## src/logic/core_pkg.sv

```systemverilog
/*
 * Core-wide widths, decoded operation and CSR address encodings,
 * machine trap cause codes
 */

package core_pkg;

    parameter int XLEN       = 32;  // Data and address width
    parameter int REG_ADDR_W = 5;   // Register file address width
    parameter int CSR_ADDR_W = 12;  // CSR address width

    // Decoded operation
    typedef enum logic [3:0] {
        OP_ADD,
        OP_SUB,
        OP_AND,
        OP_OR,
        OP_XOR,
        OP_CSRRW,
        OP_CSRRS,
        OP_ECALL,
        OP_MRET,
        OP_ILLEGAL
    } alu_op_e;

    // Supported machine CSRs
    typedef enum logic [CSR_ADDR_W-1:0] {
        CSR_MTVEC    = 12'h305,
        CSR_MSCRATCH = 12'h340,
        CSR_MEPC     = 12'h341,
        CSR_MCAUSE   = 12'h342,
        CSR_MHARTID  = 12'hF14
    } csr_addr_e;

    parameter logic [XLEN-1:0] CAUSE_ILLEGAL = 32'd2;   // Illegal instruction
    parameter logic [XLEN-1:0] CAUSE_ECALL_M = 32'd11;  // ECALL from M-mode

endpackage : core_pkg
```

## src/logic/pipe_top.sv

```systemverilog
/*
 * Pipeline top: fetch, decode, register file, CSR and execution units
 */

`timescale 1ns/1ps

module pipe_top import core_pkg::*; #(
    parameter logic [XLEN-1:0] RESET_PC   = 32'h0000_0000,
    parameter logic [XLEN-1:0] MTVEC_INIT = 32'h0000_0080
) (
    input  logic                  clk,
    input  logic                  i_rst,
    input  logic                  i_imem_ack,
    input  logic [XLEN-1:0]       i_imem_rdata,
    input  logic [XLEN-1:0]       i_fuse_mhartid,
    output logic                  o_imem_req,
    output logic [XLEN-1:0]       o_imem_addr,
    output logic                  o_wb_valid,
    output logic [REG_ADDR_W-1:0] o_wb_addr,
    output logic [XLEN-1:0]       o_wb_data,
    output logic                  o_trap,
    output logic [XLEN-1:0]       o_trap_cause
);

// IFU to IDU/EXU
logic [XLEN-1:0]       ifu2idu_instr;
logic [XLEN-1:0]       ifu2exu_pc;
logic                  instr_vd;
logic                  new_pc_req;     // Trap or MRET redirect
logic [XLEN-1:0]       new_pc;

// IDU to EXU
alu_op_e               idu2exu_op;
logic [REG_ADDR_W-1:0] idu2exu_rs1_addr;
logic [REG_ADDR_W-1:0] idu2exu_rs2_addr;
logic [REG_ADDR_W-1:0] idu2exu_rd_addr;
logic [XLEN-1:0]       idu2exu_imm;
logic                  idu2exu_use_imm;
logic [CSR_ADDR_W-1:0] idu2exu_csr_addr;

// EXU and MPRF
logic [REG_ADDR_W-1:0] exu2mprf_rs1_addr;
logic [REG_ADDR_W-1:0] exu2mprf_rs2_addr;
logic [XLEN-1:0]       mprf2exu_rs1_data;
logic [XLEN-1:0]       mprf2exu_rs2_data;
logic                  exu2mprf_w_req;
logic [REG_ADDR_W-1:0] exu2mprf_rd_addr;
logic [XLEN-1:0]       exu2mprf_rd_data;

// EXU and CSR
logic                  exu2csr_r_req;
logic                  exu2csr_w_req;
alu_op_e               exu2csr_w_cmd;
csr_addr_e             exu2csr_addr;
logic [XLEN-1:0]       exu2csr_w_data;
logic                  exu2csr_take_exc;
logic [XLEN-1:0]       exu2csr_exc_cause;
logic [XLEN-1:0]       exu2csr_exc_pc;
logic                  exu2csr_mret;
logic [XLEN-1:0]       csr2exu_r_data;
logic                  csr2exu_rw_exc;
logic [XLEN-1:0]       csr2exu_new_pc;

// ------------------------------
// Fetch and decode
// ------------------------------
pipe_ifu #(
    .RESET_PC       (RESET_PC        )
) i_pipe_ifu (
    .clk            (clk             ),
    .i_rst          (i_rst           ),
    .i_imem_ack     (i_imem_ack      ),
    .i_imem_rdata   (i_imem_rdata    ),
    .i_new_pc_req   (new_pc_req      ),
    .i_new_pc       (new_pc          ),
    .o_imem_req     (o_imem_req      ),
    .o_imem_addr    (o_imem_addr     ),
    .o_instr        (ifu2idu_instr   ),
    .o_instr_pc     (ifu2exu_pc      ),
    .o_instr_vd     (instr_vd        )
);

pipe_idu i_pipe_idu (
    .i_instr        (ifu2idu_instr   ),
    .o_op           (idu2exu_op      ),
    .o_rs1_addr     (idu2exu_rs1_addr),
    .o_rs2_addr     (idu2exu_rs2_addr),
    .o_rd_addr      (idu2exu_rd_addr ),
    .o_imm          (idu2exu_imm     ),
    .o_use_imm      (idu2exu_use_imm ),
    .o_csr_addr     (idu2exu_csr_addr)
);

// ------------------------------
// Register file and CSRs
// ------------------------------
pipe_mprf i_pipe_mprf (
    .clk            (clk              ),
    .i_rs1_addr     (exu2mprf_rs1_addr),
    .i_rs2_addr     (exu2mprf_rs2_addr),
    .i_w_req        (exu2mprf_w_req   ),
    .i_rd_addr      (exu2mprf_rd_addr ),
    .i_rd_data      (exu2mprf_rd_data ),
    .o_rs1_data     (mprf2exu_rs1_data),
    .o_rs2_data     (mprf2exu_rs2_data)
);

pipe_csr #(
    .MTVEC_INIT     (MTVEC_INIT       )
) i_pipe_csr (
    .clk            (clk              ),
    .i_rst          (i_rst            ),
    .i_r_req        (exu2csr_r_req    ),
    .i_w_req        (exu2csr_w_req    ),
    .i_w_cmd        (exu2csr_w_cmd    ),
    .i_addr         (exu2csr_addr     ),
    .i_w_data       (exu2csr_w_data   ),
    .i_take_exc     (exu2csr_take_exc ),
    .i_exc_cause    (exu2csr_exc_cause),
    .i_exc_pc       (exu2csr_exc_pc   ),
    .i_mret         (exu2csr_mret     ),
    .i_fuse_mhartid (i_fuse_mhartid   ),
    .o_r_data       (csr2exu_r_data   ),
    .o_rw_exc       (csr2exu_rw_exc   ),
    .o_new_pc       (csr2exu_new_pc   )
);

// ------------------------------
// Execution
// ------------------------------
pipe_exu i_pipe_exu (
    .i_instr_vd      (instr_vd         ),
    .i_instr_pc      (ifu2exu_pc       ),
    .i_op            (idu2exu_op       ),
    .i_rs1_addr      (idu2exu_rs1_addr ),
    .i_rs2_addr      (idu2exu_rs2_addr ),
    .i_rd_addr       (idu2exu_rd_addr  ),
    .i_imm           (idu2exu_imm      ),
    .i_use_imm       (idu2exu_use_imm  ),
    .i_csr_addr      (idu2exu_csr_addr ),
    .i_rs1_data      (mprf2exu_rs1_data),
    .i_rs2_data      (mprf2exu_rs2_data),
    .i_csr_r_data    (csr2exu_r_data   ),
    .i_csr_rw_exc    (csr2exu_rw_exc   ),
    .i_csr_new_pc    (csr2exu_new_pc   ),
    .o_rs1_addr      (exu2mprf_rs1_addr),
    .o_rs2_addr      (exu2mprf_rs2_addr),
    .o_mprf_w_req    (exu2mprf_w_req   ),
    .o_mprf_rd_addr  (exu2mprf_rd_addr ),
    .o_mprf_rd_data  (exu2mprf_rd_data ),
    .o_csr_r_req     (exu2csr_r_req    ),
    .o_csr_w_req     (exu2csr_w_req    ),
    .o_csr_w_cmd     (exu2csr_w_cmd    ),
    .o_csr_addr      (exu2csr_addr     ),
    .o_csr_w_data    (exu2csr_w_data   ),
    .o_csr_take_exc  (exu2csr_take_exc ),
    .o_csr_exc_cause (exu2csr_exc_cause),
    .o_csr_exc_pc    (exu2csr_exc_pc   ),
    .o_csr_mret      (exu2csr_mret     ),
    .o_new_pc_req    (new_pc_req       ),
    .o_new_pc        (new_pc           ),
    .o_wb_valid      (o_wb_valid       ),
    .o_wb_addr       (o_wb_addr        ),
    .o_wb_data       (o_wb_data        ),
    .o_trap          (o_trap           ),
    .o_trap_cause    (o_trap_cause     )
);

endmodule : pipe_top

```

## src/logic/pipe_exu.sv

```systemverilog
/*
 * Execution unit: operand select, integer ALU, CSR access control,
 * write-back, trap and redirect decisions
 */

`timescale 1ns/1ps

module pipe_exu import core_pkg::*; (
    input  logic                  i_instr_vd,
    input  logic [XLEN-1:0]       i_instr_pc,
    input  alu_op_e               i_op,
    input  logic [REG_ADDR_W-1:0] i_rs1_addr,
    input  logic [REG_ADDR_W-1:0] i_rs2_addr,
    input  logic [REG_ADDR_W-1:0] i_rd_addr,
    input  logic [XLEN-1:0]       i_imm,
    input  logic                  i_use_imm,
    input  logic [CSR_ADDR_W-1:0] i_csr_addr,
    input  logic [XLEN-1:0]       i_rs1_data,
    input  logic [XLEN-1:0]       i_rs2_data,
    input  logic [XLEN-1:0]       i_csr_r_data,
    input  logic                  i_csr_rw_exc,
    input  logic [XLEN-1:0]       i_csr_new_pc,
    output logic [REG_ADDR_W-1:0] o_rs1_addr,
    output logic [REG_ADDR_W-1:0] o_rs2_addr,
    output logic                  o_mprf_w_req,
    output logic [REG_ADDR_W-1:0] o_mprf_rd_addr,
    output logic [XLEN-1:0]       o_mprf_rd_data,
    output logic                  o_csr_r_req,
    output logic                  o_csr_w_req,
    output alu_op_e               o_csr_w_cmd,
    output csr_addr_e             o_csr_addr,
    output logic [XLEN-1:0]       o_csr_w_data,
    output logic                  o_csr_take_exc,
    output logic [XLEN-1:0]       o_csr_exc_cause,
    output logic [XLEN-1:0]       o_csr_exc_pc,
    output logic                  o_csr_mret,
    output logic                  o_new_pc_req,
    output logic [XLEN-1:0]       o_new_pc,
    output logic                  o_wb_valid,
    output logic [REG_ADDR_W-1:0] o_wb_addr,
    output logic [XLEN-1:0]       o_wb_data,
    output logic                  o_trap,
    output logic [XLEN-1:0]       o_trap_cause
);

logic            is_alu;
logic            is_csr;
logic            exc;           // Instruction raises an exception
logic [XLEN-1:0] op_b;
logic [XLEN-1:0] alu_res;

assign is_alu = i_op inside {OP_ADD, OP_SUB, OP_AND, OP_OR, OP_XOR};
assign is_csr = (i_op == OP_CSRRW) | (i_op == OP_CSRRS);

assign o_rs1_addr = i_rs1_addr;
assign o_rs2_addr = i_rs2_addr;

// ------------------------------
// Integer ALU
// ------------------------------
assign op_b = i_use_imm ? i_imm : i_rs2_data;

always_comb begin
    case (i_op)
        OP_ADD:  alu_res = i_rs1_data + op_b;
        OP_SUB:  alu_res = i_rs1_data - op_b;
        OP_AND:  alu_res = i_rs1_data & op_b;
        OP_OR:   alu_res = i_rs1_data | op_b;
        OP_XOR:  alu_res = i_rs1_data ^ op_b;
        default: alu_res = '0;
    endcase
end

// ------------------------------
// CSR access
// ------------------------------
assign o_csr_r_req  = i_instr_vd & is_csr;
assign o_csr_w_req  = i_instr_vd & ((i_op == OP_CSRRW)
                    | ((i_op == OP_CSRRS) & (i_rs1_addr != '0)));  // CSRRS x0 only reads
assign o_csr_w_cmd  = i_op;
assign o_csr_addr   = csr_addr_e'(i_csr_addr);
assign o_csr_w_data = i_rs1_data;

// Traps and redirects
assign exc          = (i_op == OP_ECALL) | (i_op == OP_ILLEGAL) | (is_csr & i_csr_rw_exc);
assign o_trap       = i_instr_vd & exc;
assign o_trap_cause = (i_op == OP_ECALL) ? CAUSE_ECALL_M : CAUSE_ILLEGAL;

assign o_csr_take_exc  = o_trap;
assign o_csr_exc_cause = o_trap_cause;
assign o_csr_exc_pc    = i_instr_pc;
assign o_csr_mret      = i_instr_vd & (i_op == OP_MRET);

assign o_new_pc_req = o_trap | o_csr_mret;
assign o_new_pc     = i_csr_new_pc;          // mtvec or mepc from the CSR unit

// Write-back, nothing for x0
assign o_wb_valid = i_instr_vd & ~exc & (is_alu | is_csr) & (i_rd_addr != '0);
assign o_wb_addr  = i_rd_addr;
assign o_wb_data  = is_csr ? i_csr_r_data : alu_res;   // CSR ops return the old value

assign o_mprf_w_req   = o_wb_valid;
assign o_mprf_rd_addr = i_rd_addr;
assign o_mprf_rd_data = o_wb_data;

endmodule : pipe_exu

```

## src/logic/pipe_csr.sv

```systemverilog
/*
 * Machine CSRs: mscratch, mepc, mcause, mtvec and the mhartid fuse,
 * CSR read/write access, trap entry and the MRET return target
 */

`timescale 1ns/1ps

module pipe_csr import core_pkg::*; #(
    parameter logic [XLEN-1:0] MTVEC_INIT = '0
) (
    input  logic            clk,
    input  logic            i_rst,
    input  logic            i_r_req,
    input  logic            i_w_req,
    input  alu_op_e         i_w_cmd,
    input  csr_addr_e       i_addr,
    input  logic [XLEN-1:0] i_w_data,
    input  logic            i_take_exc,
    input  logic [XLEN-1:0] i_exc_cause,
    input  logic [XLEN-1:0] i_exc_pc,
    input  logic            i_mret,
    input  logic [XLEN-1:0] i_fuse_mhartid,
    output logic [XLEN-1:0] o_r_data,
    output logic            o_rw_exc,
    output logic [XLEN-1:0] o_new_pc
);

logic [XLEN-1:0] csr_mscratch;
logic [XLEN-1:0] csr_mepc;
logic [XLEN-1:0] csr_mcause;
logic [XLEN-1:0] csr_mtvec;
logic            addr_hit;      // Address names an implemented CSR
logic            w_en;
logic [XLEN-1:0] w_value;

// ------------------------------
// Read mux
// ------------------------------
always_comb begin
    addr_hit = 1'b1;
    case (i_addr)
        CSR_MSCRATCH: o_r_data = csr_mscratch;
        CSR_MEPC:     o_r_data = csr_mepc;
        CSR_MCAUSE:   o_r_data = csr_mcause;
        CSR_MTVEC:    o_r_data = csr_mtvec;
        CSR_MHARTID:  o_r_data = i_fuse_mhartid;
        default: begin
            o_r_data = '0;
            addr_hit = 1'b0;
        end
    endcase
end

// Unknown address, or mhartid written
assign o_rw_exc = ((i_r_req | i_w_req) & ~addr_hit)
                | (i_w_req & (i_addr == CSR_MHARTID));

assign w_en    = i_w_req & ~o_rw_exc;
assign w_value = (i_w_cmd == OP_CSRRS) ? (o_r_data | i_w_data) : i_w_data;

// ------------------------------
// CSR state update
// ------------------------------
always_ff @(posedge clk) begin
    if (i_rst) begin
        csr_mscratch <= '0;
        csr_mepc     <= '0;
        csr_mcause   <= '0;
        csr_mtvec    <= MTVEC_INIT;
    end else if (i_take_exc) begin
        csr_mepc   <= i_exc_pc;             // Trapping instruction
        csr_mcause <= i_exc_cause;
    end else if (w_en) begin
        case (i_addr)
            CSR_MSCRATCH: csr_mscratch <= w_value;
            CSR_MEPC:     csr_mepc     <= {w_value[XLEN-1:2], 2'b00};
            CSR_MCAUSE:   csr_mcause   <= w_value;
            CSR_MTVEC:    csr_mtvec    <= {w_value[XLEN-1:2], 2'b00};   // Direct mode only
            default:      ;
        endcase
    end
end

assign o_new_pc = i_mret ? csr_mepc : csr_mtvec;

endmodule : pipe_csr

```

## src/logic/pipe_mprf.sv

```systemverilog
/*
 * Integer register file, two asynchronous read ports, one write port
 */

`timescale 1ns/1ps

module pipe_mprf import core_pkg::*; (
    input  logic                  clk,
    input  logic [REG_ADDR_W-1:0] i_rs1_addr,
    input  logic [REG_ADDR_W-1:0] i_rs2_addr,
    input  logic                  i_w_req,
    input  logic [REG_ADDR_W-1:0] i_rd_addr,
    input  logic [XLEN-1:0]       i_rd_data,
    output logic [XLEN-1:0]       o_rs1_data,
    output logic [XLEN-1:0]       o_rs2_data
);

logic [XLEN-1:0] regs [1:31];   // x0 has no storage

assign o_rs1_data = (i_rs1_addr == '0) ? '0 : regs[i_rs1_addr];
assign o_rs2_data = (i_rs2_addr == '0) ? '0 : regs[i_rs2_addr];

always_ff @(posedge clk) begin
    if (i_w_req && i_rd_addr != '0) begin
        regs[i_rd_addr] <= i_rd_data;
    end
end

endmodule : pipe_mprf

```

## src/logic/pipe_idu.sv

```systemverilog
/*
 * Instruction decoder: operation, register fields, I-immediate, CSR field
 */

`timescale 1ns/1ps

module pipe_idu import core_pkg::*; (
    input  logic [XLEN-1:0]       i_instr,
    output alu_op_e               o_op,
    output logic [REG_ADDR_W-1:0] o_rs1_addr,
    output logic [REG_ADDR_W-1:0] o_rs2_addr,
    output logic [REG_ADDR_W-1:0] o_rd_addr,
    output logic [XLEN-1:0]       o_imm,
    output logic                  o_use_imm,
    output logic [CSR_ADDR_W-1:0] o_csr_addr
);

localparam logic [6:0]      OPC_OP     = 7'b0110011;
localparam logic [6:0]      OPC_OP_IMM = 7'b0010011;
localparam logic [6:0]      OPC_SYSTEM = 7'b1110011;
localparam logic [XLEN-1:0] INSTR_ECALL = 32'h0000_0073;
localparam logic [XLEN-1:0] INSTR_MRET  = 32'h3020_0073;

logic [6:0] opcode;
logic [2:0] funct3;
logic [6:0] funct7;

assign opcode = i_instr[6:0];
assign funct3 = i_instr[14:12];
assign funct7 = i_instr[31:25];

assign o_rd_addr  = i_instr[11:7];
assign o_rs1_addr = i_instr[19:15];
assign o_rs2_addr = i_instr[24:20];
assign o_csr_addr = i_instr[31:20];
assign o_imm      = {{(XLEN-12){i_instr[31]}}, i_instr[31:20]};   // Sign-extended I-imm

always_comb begin
    o_op      = OP_ILLEGAL;         // Anything unlisted stays illegal
    o_use_imm = 1'b0;
    case (opcode)
        OPC_OP: begin
            if (funct7 == 7'b0000000) begin
                case (funct3)
                    3'b000:  o_op = OP_ADD;
                    3'b100:  o_op = OP_XOR;
                    3'b110:  o_op = OP_OR;
                    3'b111:  o_op = OP_AND;
                    default: o_op = OP_ILLEGAL;
                endcase
            end else if (funct7 == 7'b0100000 && funct3 == 3'b000) begin
                o_op = OP_SUB;
            end
        end
        OPC_OP_IMM: begin
            if (funct3 == 3'b000) begin
                o_op      = OP_ADD;         // ADDI
                o_use_imm = 1'b1;
            end
        end
        OPC_SYSTEM: begin
            case (funct3)
                3'b001:  o_op = OP_CSRRW;
                3'b010:  o_op = OP_CSRRS;
                3'b000: begin
                    if (i_instr == INSTR_ECALL) begin
                        o_op = OP_ECALL;
                    end else if (i_instr == INSTR_MRET) begin
                        o_op = OP_MRET;
                    end
                end
                default: o_op = OP_ILLEGAL;
            endcase
        end
        default: o_op = OP_ILLEGAL;
    endcase
end

endmodule : pipe_idu

```

## src/logic/pipe_ifu.sv

```systemverilog
/*
 * Instruction fetch unit: fetch PC, request level toward the instruction
 * memory and the one-entry fetched-instruction buffer
 */

`timescale 1ns/1ps

module pipe_ifu import core_pkg::*; #(
    parameter logic [XLEN-1:0] RESET_PC = '0
) (
    input  logic            clk,
    input  logic            i_rst,
    input  logic            i_imem_ack,
    input  logic [XLEN-1:0] i_imem_rdata,
    input  logic            i_new_pc_req,
    input  logic [XLEN-1:0] i_new_pc,
    output logic            o_imem_req,
    output logic [XLEN-1:0] o_imem_addr,
    output logic [XLEN-1:0] o_instr,
    output logic [XLEN-1:0] o_instr_pc,
    output logic            o_instr_vd
);

logic [XLEN-1:0] fetch_pc;      // Address of the pending request
logic            req_r;
logic            fetch_done;    // Word accepted this cycle
logic [XLEN-1:0] buf_instr;
logic [XLEN-1:0] buf_pc;
logic            buf_vd;

// A redirect replaces the pending address in the same cycle
assign o_imem_addr = i_new_pc_req ? i_new_pc : fetch_pc;
assign o_imem_req  = req_r;
assign fetch_done  = req_r & i_imem_ack;

// ------------------------------
// Request and PC control
// ------------------------------
always_ff @(posedge clk) begin
    if (i_rst) begin
        req_r    <= 1'b0;
        fetch_pc <= RESET_PC;
        buf_vd   <= 1'b0;
    end else begin
        req_r  <= 1'b1;                         // Fetch runs continuously
        buf_vd <= fetch_done;                   // Valid for one cycle
        if (fetch_done) begin
            fetch_pc <= o_imem_addr + XLEN'(4);
        end else if (i_new_pc_req) begin
            fetch_pc <= i_new_pc;               // Hold target until ack
        end
    end
end

// Fetched word and the address it belongs to
always_ff @(posedge clk) begin
    if (fetch_done) begin
        buf_instr <= i_imem_rdata;
        buf_pc    <= o_imem_addr;
    end
end

assign o_instr    = buf_instr;
assign o_instr_pc = buf_pc;
assign o_instr_vd = buf_vd;

endmodule : pipe_ifu

```

## config.mk

```make
export PLATFORM = sky130hd
export DESIGN_NAME = pipe_top
export DESIGN_NICKNAME = d
export VERILOG_FILES = /design/src/logic/core_pkg.sv /design/src/logic/pipe_top.sv /design/src/logic/pipe_exu.sv /design/src/logic/pipe_csr.sv /design/src/logic/pipe_mprf.sv /design/src/logic/pipe_idu.sv /design/src/logic/pipe_ifu.sv
export SDC_FILE = /design/constraint.sdc
export NUM_CORES = 2
export LEC_CHECK = 0
export BUFFER_PORTS_ARGS = -buffer_cell sky130_fd_sc_hd__buf_2
export CAP_MARGIN = 20
export CORE_MARGIN = 4
export CORE_UTILIZATION = 50
export DETAILED_ROUTE_END_ITERATION = 10
export HOLD_SLACK_MARGIN = 0.05
export PLACE_DENSITY = 0.66
export SLEW_MARGIN = 10
export SYNTH_ARGS = -nofsm -noshare
export SYNTH_HDL_FRONTEND = slang
export SYNTH_SLANG_ARGS = --single-unit
export TNS_END_PERCENT = 100
```

## constraint.sdc

```tcl
create_clock -name clk -period 10.25 [get_ports clk]
set_input_delay 1.025 -clock clk [delete_from_list [all_inputs] [get_ports clk]]
set_output_delay 1.025 -clock clk [all_outputs]
set_load 0.05 [all_outputs]
```

==> run_summary.xml <==
<?xml version="1.0" encoding="UTF-8"?>
<metrics>
  <group name="outcome">
    <metric name="outcome" unit="">complete, no violations</metric>
  </group>
  <group name="die">
    <metric name="die_height" unit="microns">358</metric>
    <metric name="die-area" unit="sq mm">0.128</metric>
    <metric name="design.portCount" unit="">171</metric>
    <metric name="start_util" unit="">0.504</metric>
    <metric name="std_cell_rows" unit="">128</metric>
    <metric name="floorplan.die.width" unit="microns">358</metric>
    <metric name="fp.coreArea" unit="sq mm">0.122</metric>
  </group>
  <group name="synth">
    <metric name="synth_cell_types" unit="">91</metric>
    <metric name="synthXorXnorAreaFrac" unit="">0.00999</metric>
    <metric name="yosys-mux-area-fraction" unit="">0.233</metric>
    <metric name="avgSynthCellArea" unit="sq um">15.1</metric>
    <metric name="synth.most_common_cell" unit="">sky130_fd_sc_hd__edfxtp_1</metric>
    <metric name="synth.yosys.seq_area_share" unit="">0.572</metric>
    <metric name="synth.area.top_cells" unit="">sky130_fd_sc_hd__edfxtp_1, sky130_fd_sc_hd__mux4_2, sky130_fd_sc_hd__dfxtp_1</metric>
    <metric name="count_of_warnings_emitted_by_yosys" unit="">0</metric>
    <metric name="synth-adder-area-share" unit="">0.0201</metric>
    <metric name="largest_family_of_logic_cells_by_synthesized_area" unit="">multiplexers</metric>
    <metric name="number_of_synthesized_flops_with_an_enable_pin" unit="">1056</metric>
    <metric name="synth.ff_latch_count" unit="">1226</metric>
    <metric name="syn_inst" unit="">4066</metric>
    <metric name="synth-simple-area-share" unit="">0.0714</metric>
    <metric name="synth.top_cell.area_share" unit="">0.517</metric>
    <metric name="synth_top_area_cell" unit="">sky130_fd_sc_hd__edfxtp_1</metric>
    <metric name="post_synth_most_frequent_cells" unit="">sky130_fd_sc_hd__edfxtp_1, sky130_fd_sc_hd__mux4_2, sky130_fd_sc_hd__nand2_1, sky130_fd_sc_hd__nor2_1, sky130_fd_sc_hd__a21oi_1</metric>
    <metric name="async_flop_share" unit="">0</metric>
    <metric name="synthFlopType" unit="">sky130_fd_sc_hd__edfxtp_1</metric>
    <metric name="synth-compound-area-share" unit="">0.0625</metric>
    <metric name="post_syn_area" unit="sq mm">0.0614</metric>
  </group>
  <group name="detailed_routing">
    <metric name="drc" unit="">0</metric>
    <metric name="initialDrtViolationCount" unit="">5526</metric>
    <metric name="route.detailed.wl_per_inst" unit="microns">32.2</metric>
    <metric name="dr.pass1.iters" unit="">7</metric>
    <metric name="viasPerCell" unit="">6.74</metric>
    <metric name="antenna_violating_nets_post_route" unit="">0</metric>
    <metric name="wirelength" unit="mm">190</metric>
    <metric name="route.vias.total" unit="">39800</metric>
  </group>
  <group name="sta">
    <metric name="finalHoldViolations" unit="">0</metric>
    <metric name="max_freq" unit="MHz">101</metric>
    <metric name="rsz0062_at_grt" unit="">false</metric>
    <metric name="final-max-slew-violation-count" unit="">0</metric>
    <metric name="worst_tran_pin_value" unit="ps">1130</metric>
    <metric name="period_share" unit="">0.965</metric>
    <metric name="skew" unit="ps">20.1</metric>
    <metric name="setup_tns" unit="ps">0</metric>
    <metric name="timing.final.setup_violations" unit="">0</metric>
    <metric name="worst_slew_margin_rel" unit="">0.250</metric>
    <metric name="time_the_final_worst_path_needs_with_i_o_delays_and_setup" unit="ps">9890</metric>
  </group>
  <group name="power_and_ir_drop">
    <metric name="ir_worst_vdd" unit="V">0.000144</metric>
    <metric name="static-leakage-power" unit="uW">0.0219</metric>
    <metric name="total_power" unit="uW">11500</metric>
    <metric name="cellPowerDensity" unit="mW/mm^2">167</metric>
  </group>
  <group name="finish">
    <metric name="design.final.nets" unit="">4337</metric>
    <metric name="drive_gt1_frac" unit="">0.274</metric>
    <metric name="finish.cell_count_without_fillers" unit="">5903</metric>
    <metric name="layout.cell_area.non_filler" unit="sq mm">0.0686</metric>
    <metric name="syn2layout_area_growth" unit="%">11.8</metric>
    <metric name="insertedDiodeCount" unit="">0</metric>
  </group>
  <group name="cts">
    <metric name="clk_root_buffer_cell" unit="">sky130_fd_sc_hd__clkbuf_16</metric>
    <metric name="cts_sinks" unit="">1226</metric>
    <metric name="cts-buffers-inserted" unit="">133</metric>
    <metric name="clkSlewWorstSetupHoldPaths" unit="ps">60</metric>
    <metric name="cts.repair.resized" unit="">0</metric>
    <metric name="postCtsHoldBufs" unit="">0</metric>
    <metric name="post_cts.repair.setup_buffers" unit="">0</metric>
    <metric name="cts_tree" unit="">done</metric>
    <metric name="cts.htree.levels" unit="">4</metric>
    <metric name="clock_path_buffers" unit="">3</metric>
    <metric name="clk_latency" unit="ps">770</metric>
  </group>
  <group name="setup_path">
    <metric name="endpoint_kind" unit="">primary output</metric>
    <metric name="arrival" unit="ps">8860</metric>
    <metric name="timing.critical_path.from_type" unit="">flop</metric>
    <metric name="r2r.worst_path.cells" unit="">22</metric>
    <metric name="timing.critical_path.fanout_max" unit="">32</metric>
    <metric name="criticalPathCategory" unit="">flop to primary output</metric>
    <metric name="worst_ep_required_time" unit="ps">9230</metric>
  </group>
  <group name="grt">
    <metric name="grt_use_met3" unit="">0.0646</metric>
    <metric name="grt_pass1_wl" unit="mm">273</metric>
    <metric name="overflow" unit="">0</metric>
    <metric name="grt_max_degree" unit="">98</metric>
    <metric name="number_of_global_route_vias_before_repair" unit="">38700</metric>
    <metric name="groute.layer.met2.usage" unit="">0.466</metric>
    <metric name="busiest_layer" unit="">met2</metric>
    <metric name="grt_util_all_layers" unit="">0.296</metric>
    <metric name="initial_antenna_violation_count" unit="">4</metric>
    <metric name="globalRouteMet1Util" unit="">0.403</metric>
  </group>
  <group name="placement">
    <metric name="dp_cells" unit="">5661</metric>
    <metric name="port-buffer-count" unit="">140</metric>
    <metric name="placement.cell_area" unit="sq mm">0.0643</metric>
    <metric name="detailed_place_hpwl" unit="mm">113</metric>
    <metric name="routabilityCongestion" unit="">0.918</metric>
  </group>
  <group name="worst_hold_path">
    <metric name="worst_hold_path.num_cells" unit="">1</metric>
    <metric name="min_path_type" unit="">primary input to flop</metric>
  </group>
  <group name="run">
    <metric name="max-cap-violations" unit="">0</metric>
  </group>
</metrics>
==> stage by stage <==
stage | hold WS (ps) | worst slack [ps] | util
3_3_place_gp | 437 | 1270 | 0.527
6_report | 433 | 362 | 0.563
3_5_place_dp | 444 | 1270 | 0.527
2_1_floorplan | 431 | 1420 | -
5_1_grt | 397 | 60.9 | 0.563
4_1_cts | 391 | 430 | 0.563
==> cells in the final DEF (no fill, tap or decap), types with 32 or more instances in the layout <==
cell type	synthesis	final
sky130_fd_sc_hd__nand2_1	327	327
sky130_fd_sc_hd__buf_4	53	125
sky130_fd_sc_hd__a21oi_1	244	243
sky130_fd_sc_hd__a221o_1	32	32
sky130_fd_sc_hd__edfxtp_1	1056	1056
sky130_fd_sc_hd__buf_2	42	139
sky130_fd_sc_hd__o21ai_0	63	61
sky130_fd_sc_hd__nor2_1	321	287
sky130_fd_sc_hd__nor3_1	56	53
sky130_fd_sc_hd__nand3_1	61	61
sky130_fd_sc_hd__dfxtp_1	170	161
sky130_fd_sc_hd__mux2i_1	155	155
sky130_fd_sc_hd__ha_1	97	97
sky130_fd_sc_hd__mux4_2	559	559
sky130_fd_sc_hd__clkbuf_16	0	138
sky130_fd_sc_hd__inv_1	92	91
sky130_fd_sc_hd__xnor2_1	52	52
==> final timing paths <==
| check | endpoint | slack (ps) | startpoint |
|---|---|---|---|
| worst max-delay path | o_wb_data[31] | 360 | i_pipe_ifu.o_instr[14] |
| worst min-delay path | i_pipe_ifu.o_instr[8] | 430 | i_imem_rdata[8] |
| worst max register to register | i_pipe_mprf.regs[16][25] | 2260 | i_pipe_ifu.o_instr[14] |
| worst min register to register | i_pipe_csr.csr_mscratch[22] | 450 | i_pipe_csr.csr_mscratch[22] |
==> layout make-up <==
type	instances	area [sq um]
inverters	93	350
flip-flops and latches	1226	35100
well taps	1625	2030
multi-input cells	2444	24900
fillers	9390	53300
repair buffers	274	1830
clock buffers	156	3540
clock inverters	85	801
==> power breakdown <==
group	switching (uW)	internal [uW]	total (uW)
logic	713	474	1190
clock network	2030	2790	4820
registers	69.7	5380	5450
==> worst max-delay path: stages (launching register included) <==
cell,delay [ps]
sky130_fd_sc_hd__edfxtp_1,570
sky130_fd_sc_hd__or4_4,590
sky130_fd_sc_hd__or4_1,550
sky130_fd_sc_hd__and3_2,650
sky130_fd_sc_hd__a22o_1,410
sky130_fd_sc_hd__a21oi_1,330
sky130_fd_sc_hd__ha_1,270
sky130_fd_sc_hd__nand3_1,240
sky130_fd_sc_hd__nor3_1,420
sky130_fd_sc_hd__a21oi_1,140
sky130_fd_sc_hd__xnor2_1,150
sky130_fd_sc_hd__ha_1,340
sky130_fd_sc_hd__a21o_1,190
sky130_fd_sc_hd__a21o_1,200
sky130_fd_sc_hd__a21oi_1,240
sky130_fd_sc_hd__o21ai_0,180
sky130_fd_sc_hd__o41ai_1,750
sky130_fd_sc_hd__o211ai_1,270
sky130_fd_sc_hd__o221ai_1,310
sky130_fd_sc_hd__o21ai_0,170
sky130_fd_sc_hd__xnor2_1,170
sky130_fd_sc_hd__o221ai_2,170
sky130_fd_sc_hd__buf_4,370
sky130_fd_sc_hd__buf_2,370
==> registers in the layout, summed over array words and instances, names as in the netlist, named ones only <==
| register | count |
|---|---|
| i_pipe_csr.csr_mcause | 32 |
| i_pipe_csr.csr_mepc | 32 |
| i_pipe_csr.csr_mscratch | 32 |
| i_pipe_csr.csr_mtvec | 30 |
| i_pipe_ifu.fetch_pc | 32 |
| i_pipe_ifu.o_imem_req | 1 |
| i_pipe_ifu.o_instr | 32 |
| i_pipe_ifu.o_instr_pc | 32 |
| i_pipe_ifu.o_instr_vd | 1 |
| i_pipe_mprf.regs | 992 |
==> layer usage <==
| layer | wire (microns) | vias up |
|---|---|---|
| met5 | 0 | - |
| li1 | - | 16400 |
| met1 | 71000 | 20400 |
| met2 | 88900 | 2471 |
| met3 | 21000 | 469 |
| met4 | 9280 | 0 |
==> logic make-up after synthesis <==
family                   after synthesis
adder cells (fa/ha/maj)               98
flip-flops                          1226
buffers and inverters                424
AO/OA/AOI/OAI                        567
other                                  2
multiplexers                         730
XOR/XNOR                              70
AND/OR/NAND/NOR                      949
(Power assumes the default switching activity.)
